===== src/hdl/vita_tx_pkg.sv =====
// ##########################################################
// Shared types and constants of the timed transmit back end
// A context packet always has CTX_WORDS words and occ is 0
// Setting addresses are absolute, there is no base offset
// ##########################################################

`default_nettype none

package vita_tx_pkg;

   // Layout follows the 36-bit FIFO convention, occ on top and data at the bottom
   typedef struct packed {
      logic [1:0]  occ;
      logic        eop;
      logic        sop;
      logic [31:0] data;
   } stream_word_t;

   // One sample as stamped by the deframer
   typedef struct packed {
      logic        has_time;
      logic        sob;
      logic        eob;
      logic        eop;
      logic [63:0] entry_time;
      logic [31:0] sample;
   } sample_entry_t;

   typedef struct packed {
      logic [7:0]  addr;
      logic [31:0] data;
   } setting_bus_t;

   localparam logic [7:0] SR_CLEAR        = 8'd1;
   localparam logic [7:0] SR_STREAMID     = 8'd2;
   localparam logic [7:0] SR_FLOW_CADENCE = 8'd3;

   localparam logic [31:0] CODE_ACK      = 32'd1;
   localparam logic [31:0] CODE_UNDERRUN = 32'd2;
   localparam logic [31:0] CODE_LATE     = 32'd8;

   // Context packet type with a stream id, the low nibble carries the packet count
   localparam logic [31:0] CTX_HEADER = 32'h4000_0050;
   localparam int          CTX_WORDS  = 5;
   localparam int          CTX_IDX_W  = $clog2(CTX_WORDS);

endpackage

`default_nettype wire

===== src/hdl/vita_tx_chain.sv =====
// ##########################################################
// Transmit back end from stamped sample entries to the DSP strobe
// Error and ack reports take priority over flow reports on err_data_o
// Clear does not reach the output mux
// ##########################################################

`timescale 1ns/1ns
`default_nettype none

module vita_tx_chain import vita_tx_pkg::*; (
   input  wire           clk_i,
   input  wire           arst_n_i,
   input  wire           set_stb_i,
   input  setting_bus_t  set_i,
   input  wire  [63:0]   vita_time_i,
   input  sample_entry_t sample_fifo_i,
   input  wire           sample_fifo_src_rdy_i,
   output logic          sample_fifo_dst_rdy_o,
   input  wire           strobe_i,
   output logic [31:0]   sample_o,
   output logic          run_o,
   output logic          underrun_o,
   output stream_word_t  err_data_o,
   output logic          err_src_rdy_o,
   input  wire           err_dst_rdy_i
);

   logic         clear;
   logic [31:0]  streamid;
   logic [15:0]  flow_cadence;
   logic         error;
   logic         ack;
   logic [31:0]  error_code;
   logic         packet_consumed;
   logic         flow_trigger;
   logic [31:0]  consumed_count;
   stream_word_t err_data;
   logic         err_src_rdy;
   logic         err_dst_rdy;
   stream_word_t flow_data;
   logic         flow_src_rdy;
   logic         flow_dst_rdy;

   vita_tx_setting_regs u_setting_regs (
      .clk_i(clk_i), .arst_n_i(arst_n_i),
      .set_stb_i(set_stb_i), .set_i(set_i),
      .clear_o(clear), .streamid_o(streamid), .flow_cadence_o(flow_cadence)
   );

   vita_tx_control u_control (
      .clk_i(clk_i), .arst_n_i(arst_n_i), .clear_i(clear),
      .vita_time_i(vita_time_i),
      .sample_fifo_i(sample_fifo_i),
      .sample_fifo_src_rdy_i(sample_fifo_src_rdy_i),
      .sample_fifo_dst_rdy_o(sample_fifo_dst_rdy_o),
      .strobe_i(strobe_i), .sample_o(sample_o),
      .run_o(run_o), .underrun_o(underrun_o),
      .error_o(error), .ack_o(ack), .error_code_o(error_code),
      .packet_consumed_o(packet_consumed)
   );

   trigger_context_pkt u_trigger (
      .clk_i(clk_i), .arst_n_i(arst_n_i), .clear_i(clear),
      .cadence_i(flow_cadence), .packet_consumed_i(packet_consumed),
      .trigger_o(flow_trigger), .consumed_count_o(consumed_count)
   );

   gen_context_pkt gen_err (
      .clk_i(clk_i), .arst_n_i(arst_n_i), .clear_i(clear),
      .trigger_i(error | ack), .streamid_i(streamid),
      .vita_time_i(vita_time_i), .message_i(error_code),
      .data_o(err_data), .src_rdy_o(err_src_rdy), .dst_rdy_i(err_dst_rdy)
   );

   gen_context_pkt gen_flow (
      .clk_i(clk_i), .arst_n_i(arst_n_i), .clear_i(clear),
      .trigger_i(flow_trigger), .streamid_i(streamid),
      .vita_time_i(vita_time_i), .message_i(consumed_count),
      .data_o(flow_data), .src_rdy_o(flow_src_rdy), .dst_rdy_i(flow_dst_rdy)
   );

   context_pkt_mux u_mux (
      .clk_i(clk_i), .arst_n_i(arst_n_i),
      .data0_i(err_data), .src0_rdy_i(err_src_rdy), .dst0_rdy_o(err_dst_rdy),
      .data1_i(flow_data), .src1_rdy_i(flow_src_rdy), .dst1_rdy_o(flow_dst_rdy),
      .data_o(err_data_o), .src_rdy_o(err_src_rdy_o), .dst_rdy_i(err_dst_rdy_i)
   );

endmodule

`default_nettype wire


===== src/hdl/context_pkt_mux.sv =====
// ##########################################################
// Two-input packet mux, input 0 wins at a packet boundary
// Output is combinational from the inputs, no buffering
// The grant locks at the first transfer and frees at eop
// ##########################################################

`timescale 1ns/1ns
`default_nettype none

module context_pkt_mux import vita_tx_pkg::*; (
   input  wire          clk_i,
   input  wire          arst_n_i,
   input  stream_word_t data0_i,
   input  wire          src0_rdy_i,
   output logic         dst0_rdy_o,
   input  stream_word_t data1_i,
   input  wire          src1_rdy_i,
   output logic         dst1_rdy_o,
   output stream_word_t data_o,
   output logic         src_rdy_o,
   input  wire          dst_rdy_i
);

   logic locked_q;
   logic grant_q;
   logic sel;
   logic xfer;

   // Between packets pick input 0 whenever it has something
   assign sel = locked_q ? grant_q : !src0_rdy_i;

   assign data_o     = sel ? data1_i : data0_i;
   assign src_rdy_o  = sel ? src1_rdy_i : src0_rdy_i;
   assign dst0_rdy_o = !sel && dst_rdy_i;
   assign dst1_rdy_o = sel && dst_rdy_i;
   assign xfer       = src_rdy_o && dst_rdy_i;

   always_ff @(posedge clk_i or negedge arst_n_i) begin
      if (!arst_n_i) begin
         locked_q <= 1'b0;
         grant_q  <= 1'b0;
      end else if (xfer) begin
         if (data_o.eop) begin
            locked_q <= 1'b0;
         end else begin
            locked_q <= 1'b1;
            grant_q  <= sel;
         end
      end
   end

   // Inside a packet the next word offered is never the start of another packet
   a_grant_held: assert property (@(posedge clk_i) disable iff (!arst_n_i)
      (xfer && !data_o.eop) |=> (!src_rdy_o || !data_o.sop));

endmodule

`default_nettype wire


===== src/hdl/gen_context_pkt.sv =====
// ##########################################################
// One five-word context packet per trigger, triggers while busy are lost
// Time and message are captured at the trigger, stream id is live
// Clear drops a packet only before its first word has gone out
// ##########################################################

`timescale 1ns/1ns
`default_nettype none

module gen_context_pkt import vita_tx_pkg::*; (
   input  wire          clk_i,
   input  wire          arst_n_i,
   input  wire          clear_i,
   input  wire          trigger_i,
   input  wire  [31:0]  streamid_i,
   input  wire  [63:0]  vita_time_i,
   input  wire  [31:0]  message_i,
   output stream_word_t data_o,
   output logic         src_rdy_o,
   input  wire          dst_rdy_i
);

   logic                 busy_q;
   logic [CTX_IDX_W-1:0] idx_q;
   logic [3:0]           count_q;
   logic [63:0]          time_q;
   logic [31:0]          msg_q;
   logic                 take;
   logic                 last_word;

   assign src_rdy_o = busy_q;
   assign take      = busy_q && dst_rdy_i;
   assign last_word = (idx_q == CTX_IDX_W'(CTX_WORDS - 1));

   always_comb begin
      data_o     = '0;
      data_o.sop = (idx_q == '0);
      data_o.eop = last_word;
      case (idx_q)
         CTX_IDX_W'(0): data_o.data = CTX_HEADER | {28'd0, count_q};
         CTX_IDX_W'(1): data_o.data = streamid_i;
         CTX_IDX_W'(2): data_o.data = time_q[63:32];
         CTX_IDX_W'(3): data_o.data = time_q[31:0];
         default:       data_o.data = msg_q;
      endcase
   end

   always_ff @(posedge clk_i or negedge arst_n_i) begin
      if (!arst_n_i) begin
         busy_q  <= 1'b0;
         idx_q   <= '0;
         count_q <= '0;
      end else if (clear_i && (idx_q == '0) && !take) begin
         // A started packet runs to eop, the mux downstream is never cleared
         busy_q <= 1'b0;
      end else if (!busy_q) begin
         idx_q <= '0;
         if (trigger_i) begin
            busy_q <= 1'b1;
         end
      end else if (take) begin
         if (last_word) begin
            busy_q  <= 1'b0;
            idx_q   <= '0;
            count_q <= count_q + 4'd1;
         end else begin
            idx_q <= idx_q + CTX_IDX_W'(1);
         end
      end
   end

   always_ff @(posedge clk_i) begin
      if (trigger_i && !busy_q) begin
         time_q <= vita_time_i;
         msg_q  <= message_i;
      end
   end

   a_hold_while_stalled: assert property (@(posedge clk_i) disable iff (!arst_n_i)
      (src_rdy_o && !dst_rdy_i) |=> $stable(data_o));

endmodule

`default_nettype wire


===== src/hdl/trigger_context_pkt.sv =====
// ##########################################################
// Flow report trigger, one pulse every cadence packets
// Cadence 0 stops triggering but the consumed count still runs
// ##########################################################

`timescale 1ns/1ns
`default_nettype none

module trigger_context_pkt (
   input  wire         clk_i,
   input  wire         arst_n_i,
   input  wire         clear_i,
   input  wire  [15:0] cadence_i,
   input  wire         packet_consumed_i,
   output logic        trigger_o,
   output logic [31:0] consumed_count_o
);

   logic [15:0] phase_q;
   logic        wrap;

   // Wrap also when the cadence was lowered below the current phase
   assign wrap = ({1'b0, phase_q} + 17'd1) >= {1'b0, cadence_i};

   always_ff @(posedge clk_i or negedge arst_n_i) begin
      if (!arst_n_i) begin
         phase_q          <= '0;
         trigger_o        <= 1'b0;
         consumed_count_o <= '0;
      end else if (clear_i) begin
         phase_q          <= '0;
         trigger_o        <= 1'b0;
         consumed_count_o <= '0;
      end else begin
         trigger_o <= 1'b0;
         if (packet_consumed_i) begin
            consumed_count_o <= consumed_count_o + 32'd1;
            if (cadence_i != 16'd0) begin
               if (wrap) begin
                  phase_q   <= '0;
                  trigger_o <= 1'b1;
               end else begin
                  phase_q <= phase_q + 16'd1;
               end
            end
         end
      end
   end

endmodule

`default_nettype wire


===== src/hdl/vita_tx_control.sv =====
// ##########################################################
// Timed burst release toward the DSP strobe
// A head entry without sob in idle is discarded through its eob
// Late means system time strictly past the entry time
// Status outputs are one-cycle pulses, one cycle after the event
// ##########################################################

`timescale 1ns/1ns
`default_nettype none

module vita_tx_control import vita_tx_pkg::*; (
   input  wire           clk_i,
   input  wire           arst_n_i,
   input  wire           clear_i,
   input  wire  [63:0]   vita_time_i,
   input  sample_entry_t sample_fifo_i,
   input  wire           sample_fifo_src_rdy_i,
   output logic          sample_fifo_dst_rdy_o,
   input  wire           strobe_i,
   output logic [31:0]   sample_o,
   output logic          run_o,
   output logic          underrun_o,
   output logic          error_o,
   output logic          ack_o,
   output logic [31:0]   error_code_o,
   output logic          packet_consumed_o
);

   typedef enum logic [1:0] {
      ST_IDLE,
      ST_WAIT_TIME,
      ST_RUN,
      ST_FLUSH
   } state_t;

   state_t state_q;
   logic   pop;
   logic   timed_head;
   logic   head_late;
   logic   head_due;
   logic   late_start;
   logic   underrun_now;
   logic   burst_done;

   assign timed_head = sample_fifo_i.sob && sample_fifo_i.has_time;
   assign head_late  = vita_time_i > sample_fifo_i.entry_time;
   assign head_due   = vita_time_i >= sample_fifo_i.entry_time;

   // Entries leave only on a strobe while running, or freely while flushing
   assign sample_fifo_dst_rdy_o = (state_q == ST_FLUSH) || ((state_q == ST_RUN) && strobe_i);
   assign pop   = sample_fifo_dst_rdy_o && sample_fifo_src_rdy_i;
   assign run_o = (state_q == ST_RUN);

   assign late_start   = (state_q == ST_IDLE) && sample_fifo_src_rdy_i && timed_head && head_late;
   assign underrun_now = (state_q == ST_RUN) && strobe_i && !sample_fifo_src_rdy_i;
   assign burst_done   = (state_q == ST_RUN) && pop && sample_fifo_i.eob;

   always_ff @(posedge clk_i or negedge arst_n_i) begin
      if (!arst_n_i) begin
         state_q           <= ST_IDLE;
         error_o           <= 1'b0;
         ack_o             <= 1'b0;
         underrun_o        <= 1'b0;
         packet_consumed_o <= 1'b0;
      end else if (clear_i) begin
         state_q           <= ST_IDLE;
         error_o           <= 1'b0;
         ack_o             <= 1'b0;
         underrun_o        <= 1'b0;
         packet_consumed_o <= 1'b0;
      end else begin
         error_o           <= late_start || underrun_now;
         ack_o             <= burst_done;
         underrun_o        <= underrun_now;
         packet_consumed_o <= pop && sample_fifo_i.eop;
         case (state_q)
            ST_IDLE: begin
               if (sample_fifo_src_rdy_i) begin
                  if (!sample_fifo_i.sob || late_start) begin
                     state_q <= ST_FLUSH;
                  end else if (!sample_fifo_i.has_time || head_due) begin
                     state_q <= ST_RUN;
                  end else begin
                     state_q <= ST_WAIT_TIME;
                  end
               end
            end
            ST_WAIT_TIME: begin
               if (head_due) begin
                  state_q <= ST_RUN;
               end
            end
            ST_RUN: begin
               if (underrun_now) begin
                  state_q <= ST_FLUSH;
               end else if (burst_done) begin
                  state_q <= ST_IDLE;
               end
            end
            default: begin
               // Flush ends with the eob entry itself
               if (pop && sample_fifo_i.eob) begin
                  state_q <= ST_IDLE;
               end
            end
         endcase
      end
   end

   always_ff @(posedge clk_i) begin
      if ((state_q == ST_RUN) && pop) begin
         sample_o <= sample_fifo_i.sample;
      end
      if (late_start) begin
         error_code_o <= CODE_LATE;
      end else if (underrun_now) begin
         error_code_o <= CODE_UNDERRUN;
      end else if (burst_done) begin
         error_code_o <= CODE_ACK;
      end
   end

   // A burst only starts on a head entry that is still offered
   a_run_needs_entry: assert property (@(posedge clk_i) disable iff (!arst_n_i)
      $rose(run_o) |-> $past(sample_fifo_src_rdy_i));

   a_ack_error_excl: assert property (@(posedge clk_i) disable iff (!arst_n_i)
      !(error_o && ack_o));

endmodule

`default_nettype wire


===== src/hdl/vita_tx_setting_regs.sv =====
// ##########################################################
// Settings decoder for the transmit chain
// Stream id and cadence read 0 after reset, so flow reports are off
// A clear write gives one pulse in the cycle after the write
// ##########################################################

`timescale 1ns/1ns
`default_nettype none

module vita_tx_setting_regs import vita_tx_pkg::*; (
   input  wire          clk_i,
   input  wire          arst_n_i,
   input  wire          set_stb_i,
   input  setting_bus_t set_i,
   output logic         clear_o,
   output logic [31:0]  streamid_o,
   output logic [15:0]  flow_cadence_o
);

   logic wr_clear;
   logic wr_streamid;
   logic wr_cadence;

   assign wr_clear    = set_stb_i && (set_i.addr == SR_CLEAR);
   assign wr_streamid = set_stb_i && (set_i.addr == SR_STREAMID);
   assign wr_cadence  = set_stb_i && (set_i.addr == SR_FLOW_CADENCE);

   always_ff @(posedge clk_i or negedge arst_n_i) begin
      if (!arst_n_i) begin
         clear_o        <= 1'b0;
         streamid_o     <= '0;
         flow_cadence_o <= '0;
      end else begin
         // The data word of a clear write is ignored
         clear_o <= wr_clear;
         if (wr_streamid) begin
            streamid_o <= set_i.data;
         end
         if (wr_cadence) begin
            flow_cadence_o <= set_i.data[15:0];
         end
      end
   end

endmodule

`default_nettype wire


===== config.mk =====
export PLATFORM = sky130hd
export DESIGN_NAME = vita_tx_chain
export DESIGN_NICKNAME = d
export VERILOG_FILES = /design/src/hdl/vita_tx_pkg.sv /design/src/hdl/vita_tx_chain.sv /design/src/hdl/context_pkt_mux.sv /design/src/hdl/gen_context_pkt.sv /design/src/hdl/trigger_context_pkt.sv /design/src/hdl/vita_tx_control.sv /design/src/hdl/vita_tx_setting_regs.sv
export SDC_FILE = /design/constraint.sdc
export NUM_CORES = 1
export LEC_CHECK = 0
export BUFFER_PORTS_ARGS = -buffer_cell sky130_fd_sc_hd__buf_2
export CORE_ASPECT_RATIO = 0.9
export CORE_MARGIN = 5
export CORE_UTILIZATION = 52
export CTS_BUF_LIST = sky130_fd_sc_hd__clkbuf_2 sky130_fd_sc_hd__clkbuf_4 sky130_fd_sc_hd__clkbuf_8
export DETAILED_ROUTE_END_ITERATION = 10
export PLACE_DENSITY = 0.81
export SYNTH_ARGS = -nofsm -noshare
export SYNTH_HDL_FRONTEND = slang
export SYNTH_SLANG_ARGS = --single-unit

===== constraint.sdc =====
create_clock -name clk_i -period 5.01 [get_ports clk_i]
set_input_delay 0.501 -clock clk_i [delete_from_list [all_inputs] [get_ports clk_i]]
set_output_delay 0.501 -clock clk_i [all_outputs]
set_load 0.02 [all_outputs]

==> metrics, run 1 <==
Rel. slew slack=16.8%; fin area=17900 sq um; crit-path max FO=31; die outline height=172 microns; max-slew violations=0; number of I/O pins=282; family with the most delay on the worst path=buffers and inverters; Final Hold Fails=0; H-tree depth=2; CP Cell Sequence=o21a_1 > buf_4 > nand2_1 > buf_4 > o22ai_1 > buf_2; vias in the first global route=11660; ANT nets after route=0; #FFs+latches synth=320; gp weighted congestion=0.901; Area after DPL=16900 sq um; Residual DRC=0; DR iter-0 viols=1424; Starting Density=52.5%; flop-to-flop setup slack=1580 ps; outcome=finished clean; initial antenna violation count=3; fmax=0.269 GHz; max cap viols=0; FILL cells=2223; WS Path Type=reg2out; Vias=11533; Crit path top cell by count=buf_4; TritonCTS clock tree=yes; prevailing post-synth register cell=edfxtp_1; leakage dissipation=8.07 nW; Clock Skews=17.8 ps; Period Utilization, post-route=74.3%; first-pass GRT wire length=63.8 mm; unrepaired setup endpoints after global routing=no; Clk Latency, worst-skew pair=560 ps; power consumption=7.72 mW; Pre-Repair DR Iteration Count=9; die width=190 microns; synthesized area=15100 sq um; Buffers on Ports=279; post-synthesis sequential area ratio=59.4%; Yosys cell types=67; slowest CP cell=dfrtp_1; worst hold path type=in2reg; core footprint=28800 sq um; slowest stage delay, CP=590 ps; Post-synth EDFFs=195; post-cts resize count=0; asr flop ratio synth=38.1%; GRT Util Overall=24.9%; clock slew at reported path FFs=70 ps; clock sink count=320; CP Launch Type=register; clock root buffer=clkbuf_8; Num CTS Buffers=51; crit path DAT=3220 ps; total congestion overflow=0; slew at the pin with the worst max-slew slack=1230 ps; Final nets=1845; clk buf depth=3; final wirelength=41.5 mm; CP Capture Type=output pin; Avg Synthesized Cell Area=12.1 sq um; Post-Synthesis Cells=1248; via density per instance=5.91; Bufs and invs on worst path=3; Worst Path Required=4510 ps; Wirelength per Cell=21.2 microns; Yosys Warn Count=0; Syn-to-layout area delta=18.8%; Fin Setup TNS=0 ps; full die area=32600 sq um; pwr dens=430 nW/um^2; worst hold margin=118 ps; maximum VDD drop=0.268 mV; Cell Rows=59; hpwl dp=29.9 mm; largest net degree at the start of global routing=59; share of layout cells above drive strength 1=28.7%; post-layout minimum cycle time=3720 ps; final setup fails=0
cell type report:
| class | instances | area (sq um) | area share [%] |
|---|---|---|---|
| flip-flops and latches | 320 | 8970 | 50.0 |
| multi-input cells | 763 | 5520 | 30.8 |
| repair buffers | 294 | 1510 | 8.44 |
| clock buffers | 71 | 883 | 4.92 |
| well taps | 366 | 458 | 2.55 |
| inverters | 111 | 417 | 2.32 |
| clock inverters | 25 | 170 | 0.948 |
| diodes | 3 | 7.51 | 0.0418 |
cell families after synthesis:
logic type / count (synthesis) / synth area share, %
XOR/XNOR: 45 / 2.61
adder cells (fa/ha/maj): 94 / 7.79
flip-flops: 320 / 59.4
buffers and inverters: 166 / 4.27
AO/OA/AOI/OAI: 275 / 12.3
other: 1 / 0.0248
AND/OR/NAND/NOR: 295 / 9.81
multiplexers: 52 / 3.86
stage by stage:
step / utilization [%] / setup slack [ps] / instances
2_1_floorplan: - / 1140 / 1249
3_3_place_gp: 58.6 / 1810 / 1853
3_5_place_dp: 58.6 / 1660 / 1853
4_1_cts: 62.3 / 1360 / 1950
5_1_grt: 62.3 / 1170 / 1951
6_report: 62.3 / 1290 / 1953
final timing paths:
path,from,to,cells past startpoint
setup / recovery,gen_err.src_rdy_o,err_data_o[23],6
hold / removal,sample_fifo_i[21],u_control.sample_o[21],1
setup reg to reg,u_trigger.phase_q[2],u_trigger.phase_q[6],14
hold reg to reg,u_control.error_code_o[0],gen_err.msg_q[0],0
max in group asynchronous,arst_n_i,gen_flow.idx_q[2],3
min in group asynchronous,arst_n_i,gen_flow.count_q[1],2
placed cells by master (no fill, tap or decap), drive strengths merged, types with 19 or more instances in the layout:
master	Yosys	final
buf	10	293
edfxtp	195	195
dfrtp	122	122
inv	110	111
ha	94	94
nor2	85	85
a21oi	81	81
nand2	73	73
clkbuf	45	71
a222oi	50	50
mux2	50	50
o21ai	48	48
nand3	36	36
nand4	31	31
o22ai	30	30
xnor2	24	24
clkinv	1	22
xor2	21	21
a22oi	19	19
power breakdown:
group	leakage [nW]	switching (mW)	total, mW	internal, mW
clock	0.566	1.02	2.27	1.25
sequential	3.51	0.152	3.14	2.99
combinational	3.99	1.54	2.31	0.770
cell usage after synthesis, types with 5 or more instances:
cell type | n | area share (%)
nand2_1 | 72 | 1.8
a222oi_1 | 50 | 3.3
and4_1 | 6 | 0.35
and3_1 | 7 | 0.29
or3_1 | 5 | 0.21
nor2b_1 | 11 | 0.46
edfxtp_1 | 195 | 39
clkbuf_1 | 43 | 1.1
inv_1 | 110 | 2.7
dfrtp_1 | 122 | 20
o21ai_0 | 47 | 1.6
xor2_1 | 21 | 1.2
nand3_1 | 35 | 1.2
ha_1 | 94 | 7.8
a211oi_1 | 8 | 0.40
nand2b_1 | 7 | 0.29
nand4_1 | 31 | 1.3
nor4_1 | 11 | 0.46
a21oi_1 | 81 | 2.7
mux2_2 | 50 | 3.7
nor2_1 | 85 | 2.1
a21o_1 | 12 | 0.60
xnor2_1 | 24 | 1.4
a22oi_1 | 19 | 0.94
o22ai_1 | 30 | 1.2
timing repair:
| action | CTS | global route |
|---|---|---|
| setup buffers | 0 | 0 |
| endpoints found under the hold margin | 25 | 0 |
| hold buffers | 1 | 0 |
routing by layer:
metal / track usage [%] / vias to the layer above / routed length, microns
li1: - / 5260 / -
met1: 34.0 / 5597 / 16800
met2: 41.1 / 599 / 20200
met3: 4.99 / 73 / 3560
met4: 7.58 / 4 / 944
met5: 0 / - / 26
registers in the layout (all words and copies together), names as in the netlist, 2 cells and up:
name,cells
gen_err.time_q,64
gen_flow.time_q,64
gen_flow.msg_q,32
u_control.sample_o,32
u_setting_regs.streamid_o,32
u_trigger.consumed_count_o,32
u_setting_regs.flow_cadence_o,16
u_trigger.phase_q,16
gen_err.count_q,4
gen_flow.count_q,4
gen_err.idx_q,3
gen_err.msg_q,3
gen_flow.idx_q,3
u_control.error_code_o,3
u_control.state_q,2
worst reg2reg max path, stage by stage, from the launching register on:
cell,delay (ps)
dfrtp_1,440
and4_1,300
and4_1,260
nand4_1,200
nor2_1,190
xnor2_1,160
inv_1,60
ha_1,300
nand4_1,110
nor4_1,300
nor2_1,70
o31ai_1,100
a21oi_1,120
o21bai_2,500
o21ai_0,170
(Power assumes the default switching activity.)
==> run 2, diff against run 1 <==
==> constraint.sdc (replaced) <==
create_clock -name clk_i -period 3.3 [get_ports clk_i]
set_input_delay 0.33 -clock clk_i [delete_from_list [all_inputs] [get_ports clk_i]]
set_output_delay 0.33 -clock clk_i [all_outputs]
set_load 0.02 [all_outputs]
==> run 2 against run 1 <==
Against the previous run: critical endpoint is now err_data_o[2]; hold slack worse by 110 ps; critical path depth did not move; largest power group unchanged; combinational power is 66% higher; critical path type unchanged.
==> metrics, run 2 (synthesis results as in run 1) <==
full die area=32600 sq um; CP Capture Type=output pin; crit path DAT=2830 ps; met1 Use GR=34.4%; slew at the pin with the worst max-slew slack=845 ps; core footprint=28800 sq um; Starting Density=52.5%; crit-path max FO=32; DR iter-0 viols=1542; FF-to-FF Start=u_trigger.phase_q[4]; WS Path Type=reg2out; Syn-to-layout area delta=28.1%; final wirelength=45.9 mm; pwr dens=629 nW/um^2; met2 usage=46.7%; leakage dissipation=8.69 nW; fmax=0.316 GHz; pre-CTS setup slack=-120 ps; H-tree depth=2; worst hold path type=in2reg; outcome=finished clean; Num CTS Buffers=51; final setup fails=0; TritonCTS clock tree=yes; max cap viols=0; post-layout minimum cycle time=3160 ps; GRT Util Overall=27.6%; share of layout cells above drive strength 1=28.6%; Clock Skews=22.9 ps; commonest non-fill, non-tap cells in the layout=278 x buf_2, 195 x edfxtp_1, 121 x dfrtp_1, 113 x dlygate4sd3_1, 109 x inv_1; ANT nets after route=0; Residual DRC=0; gp weighted congestion=0.849; power consumption=12.2 mW; FF-to-FF path depth=14; clk buf depth=3; worst r2r dst=u_trigger.phase_q[6]; via density per instance=6.00; footprint of the multi-input gates=5580 sq um; Final WS setup=137 ps; clock root buffer=clkbuf_8; flop-to-flop setup slack=200 ps; largest net degree at the start of global routing=97; Cell Rows=59; clock slew at reported path FFs=60 ps; die outline height=172 microns; max-slew violations=0; FILL cells=2073; Vias=12508; clock sink count=320; routing usage on met3=5.76%; die width=190 microns; Clk Latency, worst-skew pair=580 ps; FF+latch area=8970 sq um; Hold Crit Depth=2; first-pass GRT wire length=70.4 mm; Pre-Repair DR Iteration Count=9; CP Launch Type=register; maximum VDD drop=0.404 mV; initial antenna violation count=3; Buffers on Ports=279; Final nets=1980; most common cell after layout, fill and taps aside=buf_2; hpwl dp=30.3 mm; vias in the first global route=13151; Wirelength per Cell=22.0 microns; hold worst-path end=u_setting_regs.streamid_o[30]; hold wc startpoint=set_i[30]; largest registers=gen_err.time_q x64, gen_flow.time_q x64; global routing's busiest layer=met2; worst hold margin=10.9 ps; Period Utilization, post-route=95.9%; Final Hold Fails=0; total congestion overflow=0; Rel. slew slack=43.7%; Worst Path Required=2970 ps; number of I/O pins=282
-- run 2: cell count changes in the layout (fill, tap and decap cells not counted), sizes merged --
cell | previous run | this run
buf | 293 | 316
clkbuf | 71 | 83
bufinv | 2 | 1
dlygate4sd3 | 1 | 113
clkinvlp | 1 | 3
clkinv | 22 | 10
diode | 3 | 1
inv | 111 | 110
-- run 2: per-layer routing --
| metal | part of all wire, % | up-vias |
|---|---|---|
| met4 | 4.8 | 4 |
| met5 | 0.044 | - |
| met1 | 37 | 6008 |
| li1 | - | 5536 |
| met2 | 49 | 790 |
| met3 | 9.4 | 170 |
-- run 2: final cells by class --
cell class / instances / share of cell area (%)
Sequential cell: 320 / 46.3
Multi-Input combinational cell: 763 / 28.8
Timing Repair Buffer: 429 / 14.6
Clock buffer: 83 / 5.13
Tap cell: 366 / 2.37
Inverter: 111 / 2.17
Clock inverter: 13 / 0.491
Antenna cell: 1 / 0.0129
-- run 2: power breakdown --
part,switching (mW),internal (mW),total [mW]
clock,1.58,1.99,3.57
combinational,2.46,1.38,3.84
sequential,0.237,4.53,4.77
total,4.28,7.90,12.2
-- run 2: metrics by stage --
stage	utilization, %	cells	instance area [sq um]	setup TNS [ps]
after floorplan	-	1249	15100	0
after global placement	59.1	1869	17000	0
after detailed placement	59.1	1869	17000	-1490
after CTS	66.9	2081	19300	0
after global routing	67.2	2086	19400	-1.11
final	67.2	2086	19400	0
-- run 2: what timing repair did --
action,4_1_cts,5_1_grt
buffers inserted,3,4
resized for setup,2,14
endpoints found under the setup margin,16,33
pin swaps,2,6
gates cloned,0,0
hold buffers,113,0
hold endpoints to repair,226,0
-- run 2: worst max-delay path by stage --
stage | from | end | slack, ps | cells past startpoint
6_report | gen_err.idx_q[2] | err_data_o[2] | 140 | 6
3_5_place_dp | u_trigger.phase_q[3] | u_trigger.phase_q[15] | -120 | 14
4_1_cts | gen_err.idx_q[2] | err_data_o[0] | 5 | 7
5_1_grt | u_trigger.phase_q[3] | u_trigger.phase_q[6] | -1 | 14
3_3_place_gp | u_trigger.phase_q[3] | u_trigger.phase_q[13] | 50 | 14
2_1_floorplan | u_trigger.phase_q[2] | u_trigger.phase_q[12] | 290 | 14
-- run 2: worst max-delay path, cell delays in order, from the launching register on --
cell and delay, ps:
dfrtp_1 540, clkinv_1 350, ha_4 430, a22o_1 240, a221oi_1 350, o22ai_1 160
buf_2 180
